## config.mk

```make
export PLATFORM = sky130hd
export DESIGN_NAME = simd_mult_core_flat
export DESIGN_NICKNAME = d
export VERILOG_FILES = /design/src/logic/simd_mult_pkg.sv /design/src/logic/mult_stage_if.sv /design/src/logic/csa.sv /design/src/logic/csa_tree_8.sv /design/src/logic/simd_mult_core.sv /design/src/flat_wrapper.sv
export SDC_FILE = /design/constraint.sdc
export NUM_CORES = 2
export LEC_CHECK = 0
export BUFFER_PORTS_ARGS = -buffer_cell sky130_fd_sc_hd__buf_2
export CORE_UTILIZATION = 60
export CTS_CLUSTER_SIZE = 14
export DETAILED_ROUTE_END_ITERATION = 8
export PLACE_DENSITY = 0.8
export RECOVER_POWER = 25
export SLEW_MARGIN = 10
export SYNTH_ARGS = -nofsm -noshare
export SYNTH_HDL_FRONTEND = slang
export SYNTH_SLANG_ARGS = --single-unit
```

## constraint.sdc

```tcl
create_clock -name i_clk -period 8.25 [get_ports i_clk]
set_input_delay 1.2375 -clock i_clk [delete_from_list [all_inputs] [get_ports i_clk]]
set_output_delay 1.2375 -clock i_clk [all_outputs]
set_load 0.02 [all_outputs]
```

## src/logic/simd_mult_pkg.sv

```systemverilog
package simd_mult_pkg;

    // widths
    localparam int unsigned arch_width = 32;
    localparam int unsigned arch_width_h = 16;
    localparam int unsigned arch_width_d = 64;

    // packed lane sizes
    localparam int unsigned lane_8 = 8;
    localparam int unsigned lane_16 = 16;

    // dot8 sum carries 17 meaningful bits before sign extension
    localparam int unsigned dot8_w = arch_width_h + 1;

    typedef logic [arch_width-1:0] simd_t;     // operand, accumulator, result
    typedef logic [arch_width_d-1:0] simd_d_t; // partial product / tree word

    // bit 2 set means a packed (dot product) operation
    typedef enum logic [2:0] {
        MULT_OP_MUL = 3'd0,
        MULT_OP_MULH = 3'd1,
        MULT_OP_MULHSU = 3'd2,
        MULT_OP_MULHU = 3'd3,
        MULT_OP_DOT16 = 3'd4,
        MULT_OP_DOT8 = 3'd5
    } mult_op_t;

    typedef struct packed {
        logic flush;  // stage loads reset value
        logic bubble; // nothing entered, load reset value
    } stage_ctrl_t;

    // reset values
    localparam mult_op_t op_rst = MULT_OP_MUL;
    localparam simd_t word_rst = '0;
    localparam simd_d_t dword_rst = '0;
    localparam logic valid_rst = 1'b0;

endpackage

```

## src/logic/mult_stage_if.sv

```systemverilog
`timescale 1ns/100ps

interface mult_stage_if;

    logic en;                            // stage advance
    simd_mult_pkg::stage_ctrl_t ctrl;
    simd_mult_pkg::mult_op_t op;
    simd_mult_pkg::simd_t a;
    simd_mult_pkg::simd_t b;
    simd_mult_pkg::simd_t c_late;        // used in the result cycle

    modport ctrl_mp (
        output en, ctrl, op, a, b, c_late
    );

    modport core_mp (
        input en, ctrl, op, a, b, c_late
    );

endinterface

```

## src/logic/csa.sv

```systemverilog
`timescale 1ns/100ps

module csa #(
    parameter int unsigned W = 64
) (
    input  logic [W-1:0] x,
    input  logic [W-1:0] y,
    input  logic [W-1:0] z,
    output logic [W-1:0] s,
    output logic [W-1:0] c
);

// carry stays at its own bit position, caller shifts it
assign s = x ^ y ^ z;
assign c = (x & y) | (x & z) | (y & z);

endmodule

```

## src/logic/csa_tree_8.sv

```systemverilog
`timescale 1ns/100ps

module csa_tree_8 #(
    parameter int unsigned W = 64
) (
    input  logic [7:0][W-1:0] a,
    output logic [1:0][W-1:0] o  // [0] sum, [1] carry (aligned)
);

logic [W-1:0] s0, c0, s1, c1; // level 1
logic [W-1:0] s2, c2, s3, c3; // level 2
logic [W-1:0] s4, c4, s5, c5; // level 3

// 8 rows -> 6
csa #(.W(W)) csa_l1_0 (.x(a[0]), .y(a[1]), .z(a[2]), .s(s0), .c(c0));
csa #(.W(W)) csa_l1_1 (.x(a[3]), .y(a[4]), .z(a[5]), .s(s1), .c(c1));

// 6 rows -> 4
csa #(.W(W)) csa_l2_0 (
    .x(s0),
    .y(c0 << 1),
    .z(s1),
    .s(s2),
    .c(c2)
);
csa #(.W(W)) csa_l2_1 (
    .x(c1 << 1),
    .y(a[6]),
    .z(a[7]),
    .s(s3),
    .c(c3)
);

// 4 rows -> 3 -> 2
csa #(.W(W)) csa_l3_0 (
    .x(s2),
    .y(c2 << 1),
    .z(s3),
    .s(s4),
    .c(c4)
);
csa #(.W(W)) csa_l3_1 (
    .x(s4),
    .y(c4 << 1),
    .z(c3 << 1),
    .s(s5),
    .c(c5)
);

assign o[0] = s5;
assign o[1] = c5 << 1; // sum of outputs equals sum of inputs mod 2^W

endmodule

```

## src/logic/simd_mult_core.sv

```systemverilog
`timescale 1ns/100ps

module simd_mult_core (
    input  logic i_clk,
    input  logic i_reset,
    mult_stage_if.core_mp st,
    output simd_mult_pkg::simd_t o_p
);

// one partial-product row, lane-aware modified Baugh-Wooley
// row i is a[i] against all of b, masked to its diagonal tile,
// shifted to its weight and moved back down so each lane starts at bit 0
function automatic simd_mult_pkg::simd_d_t pp_row(
    input simd_mult_pkg::simd_t a,
    input simd_mult_pkg::simd_t b,
    input int unsigned i,
    input int unsigned lane,
    input logic sgn
);
    simd_mult_pkg::simd_t row;
    simd_mult_pkg::simd_d_t wide;
    int unsigned li;
    int unsigned lj;
    logic t;
    li = i % lane;
    for (int unsigned j = 0; j < simd_mult_pkg::arch_width; j++) begin
        lj = j % lane;
        t = a[i] & b[j];
        // flip last row and last col, sign x sign corner stays
        if (sgn && ((li == lane - 1) != (lj == lane - 1))) begin
            t = ~t;
        end
        row[j] = ((i / lane) == (j / lane)) ? t : 1'b0;
    end
    wide = {simd_mult_pkg::word_rst, row};
    return (wide << li) >> ((i / lane) * lane);
endfunction

logic op_dot16, op_dot8, op_simd;
assign op_dot16 = (st.op == simd_mult_pkg::MULT_OP_DOT16);
assign op_dot8 = (st.op == simd_mult_pkg::MULT_OP_DOT8);
assign op_simd = st.op[2];

simd_mult_pkg::simd_d_t [simd_mult_pkg::arch_width-1:0] ppv;
always_comb begin
    for (int unsigned i = 0; i < simd_mult_pkg::arch_width; i++) begin
        if (op_dot8) begin
            ppv[i] = pp_row(st.a, st.b, i, simd_mult_pkg::lane_8, 1'b1);
        end else if (op_dot16) begin
            ppv[i] = pp_row(st.a, st.b, i, simd_mult_pkg::lane_16, 1'b1);
        end else begin
            // MULHU is the only unsigned one
            ppv[i] = pp_row(st.a, st.b, i, simd_mult_pkg::arch_width,
                            (st.op != simd_mult_pkg::MULT_OP_MULHU));
        end
    end
end

// correction constant 2^n + 2^(2n-1) per lane, truncated to the kept bits
simd_mult_pkg::simd_d_t corr;
always_comb begin
    corr = simd_mult_pkg::dword_rst;
    if (!op_simd) begin
        corr[simd_mult_pkg::arch_width] = 1'b1;
        corr[simd_mult_pkg::arch_width_d-1] = 1'b1;
    end else if (op_dot16) begin
        corr[simd_mult_pkg::arch_width_h+1] = 1'b1; // 2 lanes x 2^16
    end else if (op_dot8) begin
        corr[simd_mult_pkg::lane_8+2] = 1'b1;       // 4 lanes x 2^8
    end
end

// first cycle: four trees of eight rows each
simd_mult_pkg::simd_d_t [7:0] tree_o;
for (genvar t = 0; t < 4; t++) begin : g_tree
    csa_tree_8 #(.W(simd_mult_pkg::arch_width_d)) csa_tree_8_i (
        .a(ppv[8*t+7:8*t]),
        .o(tree_o[2*t+1:2*t])
    );
end

// stage registers
simd_mult_pkg::simd_d_t [7:0] tree_d;
simd_mult_pkg::simd_d_t corr_d;
simd_mult_pkg::mult_op_t op_d;
simd_mult_pkg::simd_t a_d;
logic b_sign_d;

always_ff @(posedge i_clk) begin
    if (i_reset || st.ctrl.flush) begin
        tree_d <= {8{simd_mult_pkg::dword_rst}};
        corr_d <= simd_mult_pkg::dword_rst;
        op_d <= simd_mult_pkg::op_rst;
    end else if (st.en) begin
        if (st.ctrl.bubble) begin
            tree_d <= {8{simd_mult_pkg::dword_rst}};
            corr_d <= simd_mult_pkg::dword_rst;
            op_d <= simd_mult_pkg::op_rst;
        end else begin
            tree_d <= tree_o;
            corr_d <= corr;
            op_d <= st.op;
        end
    end
end

// a and b sign only matter for MULHSU
always_ff @(posedge i_clk) begin
    if (i_reset || st.ctrl.flush) begin
        a_d <= simd_mult_pkg::word_rst;
        b_sign_d <= 1'b0;
    end else if (st.en && !op_simd) begin
        if (st.ctrl.bubble) begin
            a_d <= simd_mult_pkg::word_rst;
            b_sign_d <= 1'b0;
        end else begin
            a_d <= st.a;
            b_sign_d <= st.b[simd_mult_pkg::arch_width-1];
        end
    end
end

// second cycle: final tree
simd_mult_pkg::simd_d_t [1:0] tree_f;
simd_mult_pkg::simd_d_t tree_sum;
csa_tree_8 #(.W(simd_mult_pkg::arch_width_d)) csa_tree_8_f_i (
    .a(tree_d),
    .o(tree_f)
);
assign tree_sum = tree_f[0] + tree_f[1]; // uncorrected, unsigned product

// signed product with correction
simd_mult_pkg::simd_d_t mul_s_sum, mul_s_cy, mul_s_cy_al, mul_s;
csa #(.W(simd_mult_pkg::arch_width_d)) csa_i_mul_s (
    .x(tree_f[0]),
    .y(tree_f[1]),
    .z(corr_d),
    .s(mul_s_sum),
    .c(mul_s_cy)
);
assign mul_s_cy_al = mul_s_cy << 1;
assign mul_s = mul_s_sum + mul_s_cy_al;

// negative b read as unsigned adds a * 2^32
simd_mult_pkg::simd_d_t mul_hsu_sum, mul_hsu_cy, mul_hsu_full;
csa #(.W(simd_mult_pkg::arch_width_d)) csa_i_mul_hsu (
    .x(mul_s_sum),
    .y(mul_s_cy_al),
    .z({a_d, simd_mult_pkg::word_rst}),
    .s(mul_hsu_sum),
    .c(mul_hsu_cy)
);
assign mul_hsu_full = mul_hsu_sum + (mul_hsu_cy << 1);

simd_mult_pkg::simd_t mul_hi, mul_hsu, mul_hu;
assign mul_hi = mul_s[simd_mult_pkg::arch_width_d-1:simd_mult_pkg::arch_width];
assign mul_hu = tree_sum[simd_mult_pkg::arch_width_d-1:simd_mult_pkg::arch_width];
assign mul_hsu = b_sign_d ?
    mul_hsu_full[simd_mult_pkg::arch_width_d-1:simd_mult_pkg::arch_width] : mul_hi;

// dot sums plus late accumulator
simd_mult_pkg::simd_t dot_r, dot8_r, dot_in;
assign dot_r = mul_s[simd_mult_pkg::arch_width-1:0];
assign dot8_r = {{(simd_mult_pkg::arch_width - simd_mult_pkg::dot8_w)
                  {dot_r[simd_mult_pkg::dot8_w-1]}},
                 dot_r[simd_mult_pkg::dot8_w-1:0]};
assign dot_in = (op_d == simd_mult_pkg::MULT_OP_DOT16) ? dot_r : dot8_r;

always_comb begin
    case (op_d)
        simd_mult_pkg::MULT_OP_MUL: o_p = mul_s[simd_mult_pkg::arch_width-1:0];
        simd_mult_pkg::MULT_OP_MULH: o_p = mul_hi;
        simd_mult_pkg::MULT_OP_MULHSU: o_p = mul_hsu;
        simd_mult_pkg::MULT_OP_MULHU: o_p = mul_hu;
        simd_mult_pkg::MULT_OP_DOT16,
        simd_mult_pkg::MULT_OP_DOT8: o_p = dot_in + st.c_late;
        default: o_p = simd_mult_pkg::word_rst;
    endcase
end

endmodule

```

## src/flat_wrapper.sv

```systemverilog
// flat-port wrapper written by rule: the top's interface ports become plain ports
module simd_mult_core_flat 
  (i_clk, i_reset, o_p, st_en, st_ctrl, st_op, st_a, st_b, st_c_late);
  mult_stage_if st_i ();
  input  logic i_clk;
  input  logic i_reset;
  output simd_mult_pkg::simd_t o_p;
  input wire logic [$bits(st_i.en)-1:0] st_en;
  input wire logic [$bits(st_i.ctrl)-1:0] st_ctrl;
  input wire logic [$bits(st_i.op)-1:0] st_op;
  input wire logic [$bits(st_i.a)-1:0] st_a;
  input wire logic [$bits(st_i.b)-1:0] st_b;
  input wire logic [$bits(st_i.c_late)-1:0] st_c_late;
  assign st_i.en = st_en;
  assign st_i.ctrl = st_ctrl;
  assign st_i.op = st_op;
  assign st_i.a = st_a;
  assign st_i.b = st_b;
  assign st_i.c_late = st_c_late;
  simd_mult_core u_core (.i_clk(i_clk), .i_reset(i_reset), .st(st_i), .o_p(o_p));
endmodule
```

==> results.cfg <==
[placed_design]
hpwl_mm = 186.7
portBuffers = 135
placed_cells = 10490
routabilityCongestion = 1.063

[setup_path]
crit_buf_inv = 8
crit_type = flip-flop to output pin
crit_slowest_cell = fa_2
cp-start-kind = flip-flop
worstPathRequired_ns = 7.01
arrival_ns = 7.68
crit_family = adder cells
rrSetupSlack_ns = 7.13
cp_common_cell = buf_4
max_stage_delay_ns = 0.67
setup.worst_path.end_class = output pin
critPathMaxFanout = 4

[synthesis]
synth_area_per_cell_sq_um = 8.123
async_flop_share = 0
netlist_area_sq_um = 73230
synthesis.nets = 10830
seq_area_frac_synth = 0.1178
ys.flop_type = dfxtp_1
synth_edf_count = 0
synth-seq-cells = 431
synth_cells = 9015
synth_warnings = 0
synth_cell_types = 99

[sta]
worst_slew_pin_slew_ns = 4.666
fin_tns_setup_ns = -6.966
rsz0062_at_grt = yes
hold_slack_ns = 0.4694
clock.fmax_mhz = 112.1
maxSlewViolCount = 490
finalSetupViolations = 16
period_needed_ns = 8.920
relSlewSlack = -2.111
skew_ns = 0
layout_setup_ws_ns = -0.6699
finalCritPeriodShare = 1.081
hold_viol = 0

[outcome]
status = finished with violations
violations = capacitance limit, slew limit, setup timing

[clock_tree]
clk_pin_slew_ns = 0.07
cts.sinks = 431
cts_tree = done
cts_buffers = 52
htreeDepth = 2
cts-root-buf = clkbuf_16
insertion_delay_ns = 0.67
clockBufferDepth = 3

[floorplan]
fp.dieH_microns = 351.4
die-area_sq_um = 123500
die_w_microns = 351.4
core-area_sq_um = 120400
num_rows = 127
start_util = 0.6080
io_pins = 136

[power]
p_comb_frac = 0.612
power.switching_w = 0.005776
intPower_w = 0.006631
p_total_w = 0.01241
p_per_area_nw_per_um2 = 155.0
switching_share = 0.4655
vdd_drop_max_mv = 0.1689
clkPwrFrac = 0.207
seq_power_share = 0.181
leakage_nw = 39.33

[grt]
grt.total_usage = 0.4089
grt_pass1_vias = 66690
grt_pass1_wl_mm = 383.8
grt_antenna_before_repair = 18
grt_overflow_total = 0
grt_max_degree = 179

[drt]
initialDrtViolationCount = 7459
firstDrtPassIters = 7
routed_via_density = 6.109
wire_per_inst_microns = 23.55
vias = 65060
routed_wirelength_mm = 250.8
drtAntennaViolNets = 0
route.detailed.drc = 0

[finish]
layout_common_cells = inv_1 (1926), fa_1 (1345), nor2_1 (889)
final_cells = 10650
layout-drive-gt1-share = 0.1030
nets = 10800
fin_util = 0.6645
area_growth_syn_to_layout_pct = 9.295
final_common_cell = inv_1

[run]
drv_cap = 5

[hold_path]
hp-class = flip-flop to flip-flop
## cell usage after synthesis (all sizes together), types with 20 or more instances
master	n	area [sq um]
mux2i	20	200.2
nor2	896	3363
xnor2	108	945.9
nor3	39	195.2
fa	1394	27910
a21o	54	406.6
dfxtp	431	8628
and3	736	4607
nand3	232	1161
nor3b	37	277.8
inv	1947	7308
nor2b	39	244.0
nand4	55	350.3
clkbuf	599	2250
a31oi	53	346.6
nand2	681	2556
o221ai	24	210.2
xor2	57	499.2
and2	73	456.7
a22oi	80	600.6
ha	321	4016
nand2b	26	162.7
buf	39	170.1
a21oi	576	2883
o21bai	21	157.7
o21ai	213	1070
## power groups by stage
stage	registers, W	clock network (W)	logic, W
5_1_grt	0.00226	0.00265	0.00834
2_1_floorplan	0.00227	0	0.00456
4_1_cts	0.00225	0.00258	0.00718
3_3_place_gp	0.00229	0	0.00676
3_5_place_dp	0.00229	0	0.00692
6_report	0.00225	0.00256	0.00759
## cell families (layout without fill, tap and decap cells)
logic type	Yosys count	in the layout	share of synthesized area
simple gates	2883	2883	0.1898
mux	24	24	0.003349
compound gates	1212	1212	0.1006
xor+xnor	165	165	0.01973
fa+ha+maj	1715	1715	0.4359
other cells	0	16	0
flops	431	431	0.1178
buf+inv	2585	2591	0.1328
## state kept, by name, summed over array words and instances, names as in the netlist
register,flops
u_core.op_d,3
u_core.corr_d,3
u_core.b_sign_d,1
u_core.a_d,32
u_core.tree_d,392
## tightest hold or removal path: cells and delay by family (launching register included)
family	cells	cell delay, ns
AND/OR/NAND/NOR	1	0.06
flip-flops	1	0.31
AO/OA/AOI/OAI	1	0.05
## metrics by stage
| stage | setup slack, ns | instance area (sq um) |
|---|---|---|
| 6_report | -0.6699 | 80040 |
| 5_1_grt | -0.8650 | 80000 |
| 4_1_cts | -0.6065 | 79030 |
| 3_5_place_dp | -0.4422 | 76390 |
| 3_3_place_gp | -0.4231 | 76390 |
| 2_1_floorplan | 0.08930 | 73230 |
## layout make-up
type / instances / area [sq um]
Multi-Input combinational cell: 5999 / 56220
Fill cell: 9934 / 40410
Sequential cell: 431 / 8650
Inverter: 1947 / 7318
Timing Repair Buffer: 549 / 3920
Tap cell: 1612 / 2017
Clock buffer: 63 / 1383
Clock inverter: 32 / 489.2
Antenna cell: 16 / 40.04
## what timing repair did
action                     4_1_cts  5_1_grt
hold buffers                     0        0
resized for setup              159      180
setup buffers                   21       36
setup endpoints to repair       26       31
gates cloned                     0        0
pin swaps                       91      116
## per-layer routing
layer | wire length [microns] | global-route usage
met1 | 93450 | 0.5381
met2 | 108400 | 0.6098
met3 | 32590 | 0.1101
met4 | 16220 | 0.2335
met5 | 117 | 0
## final timing paths
kind                       from                to  depth (start not counted)
max          u_core.tree_d[209]           o_p[28]                         27
min            u_core.tree_d[0]  u_core.tree_d[0]                          2
max reg2reg     u_core.b_sign_d   u_core.b_sign_d                          2
min reg2reg    u_core.tree_d[0]  u_core.tree_d[0]                          2
Power figures use the tool's default switching activity.
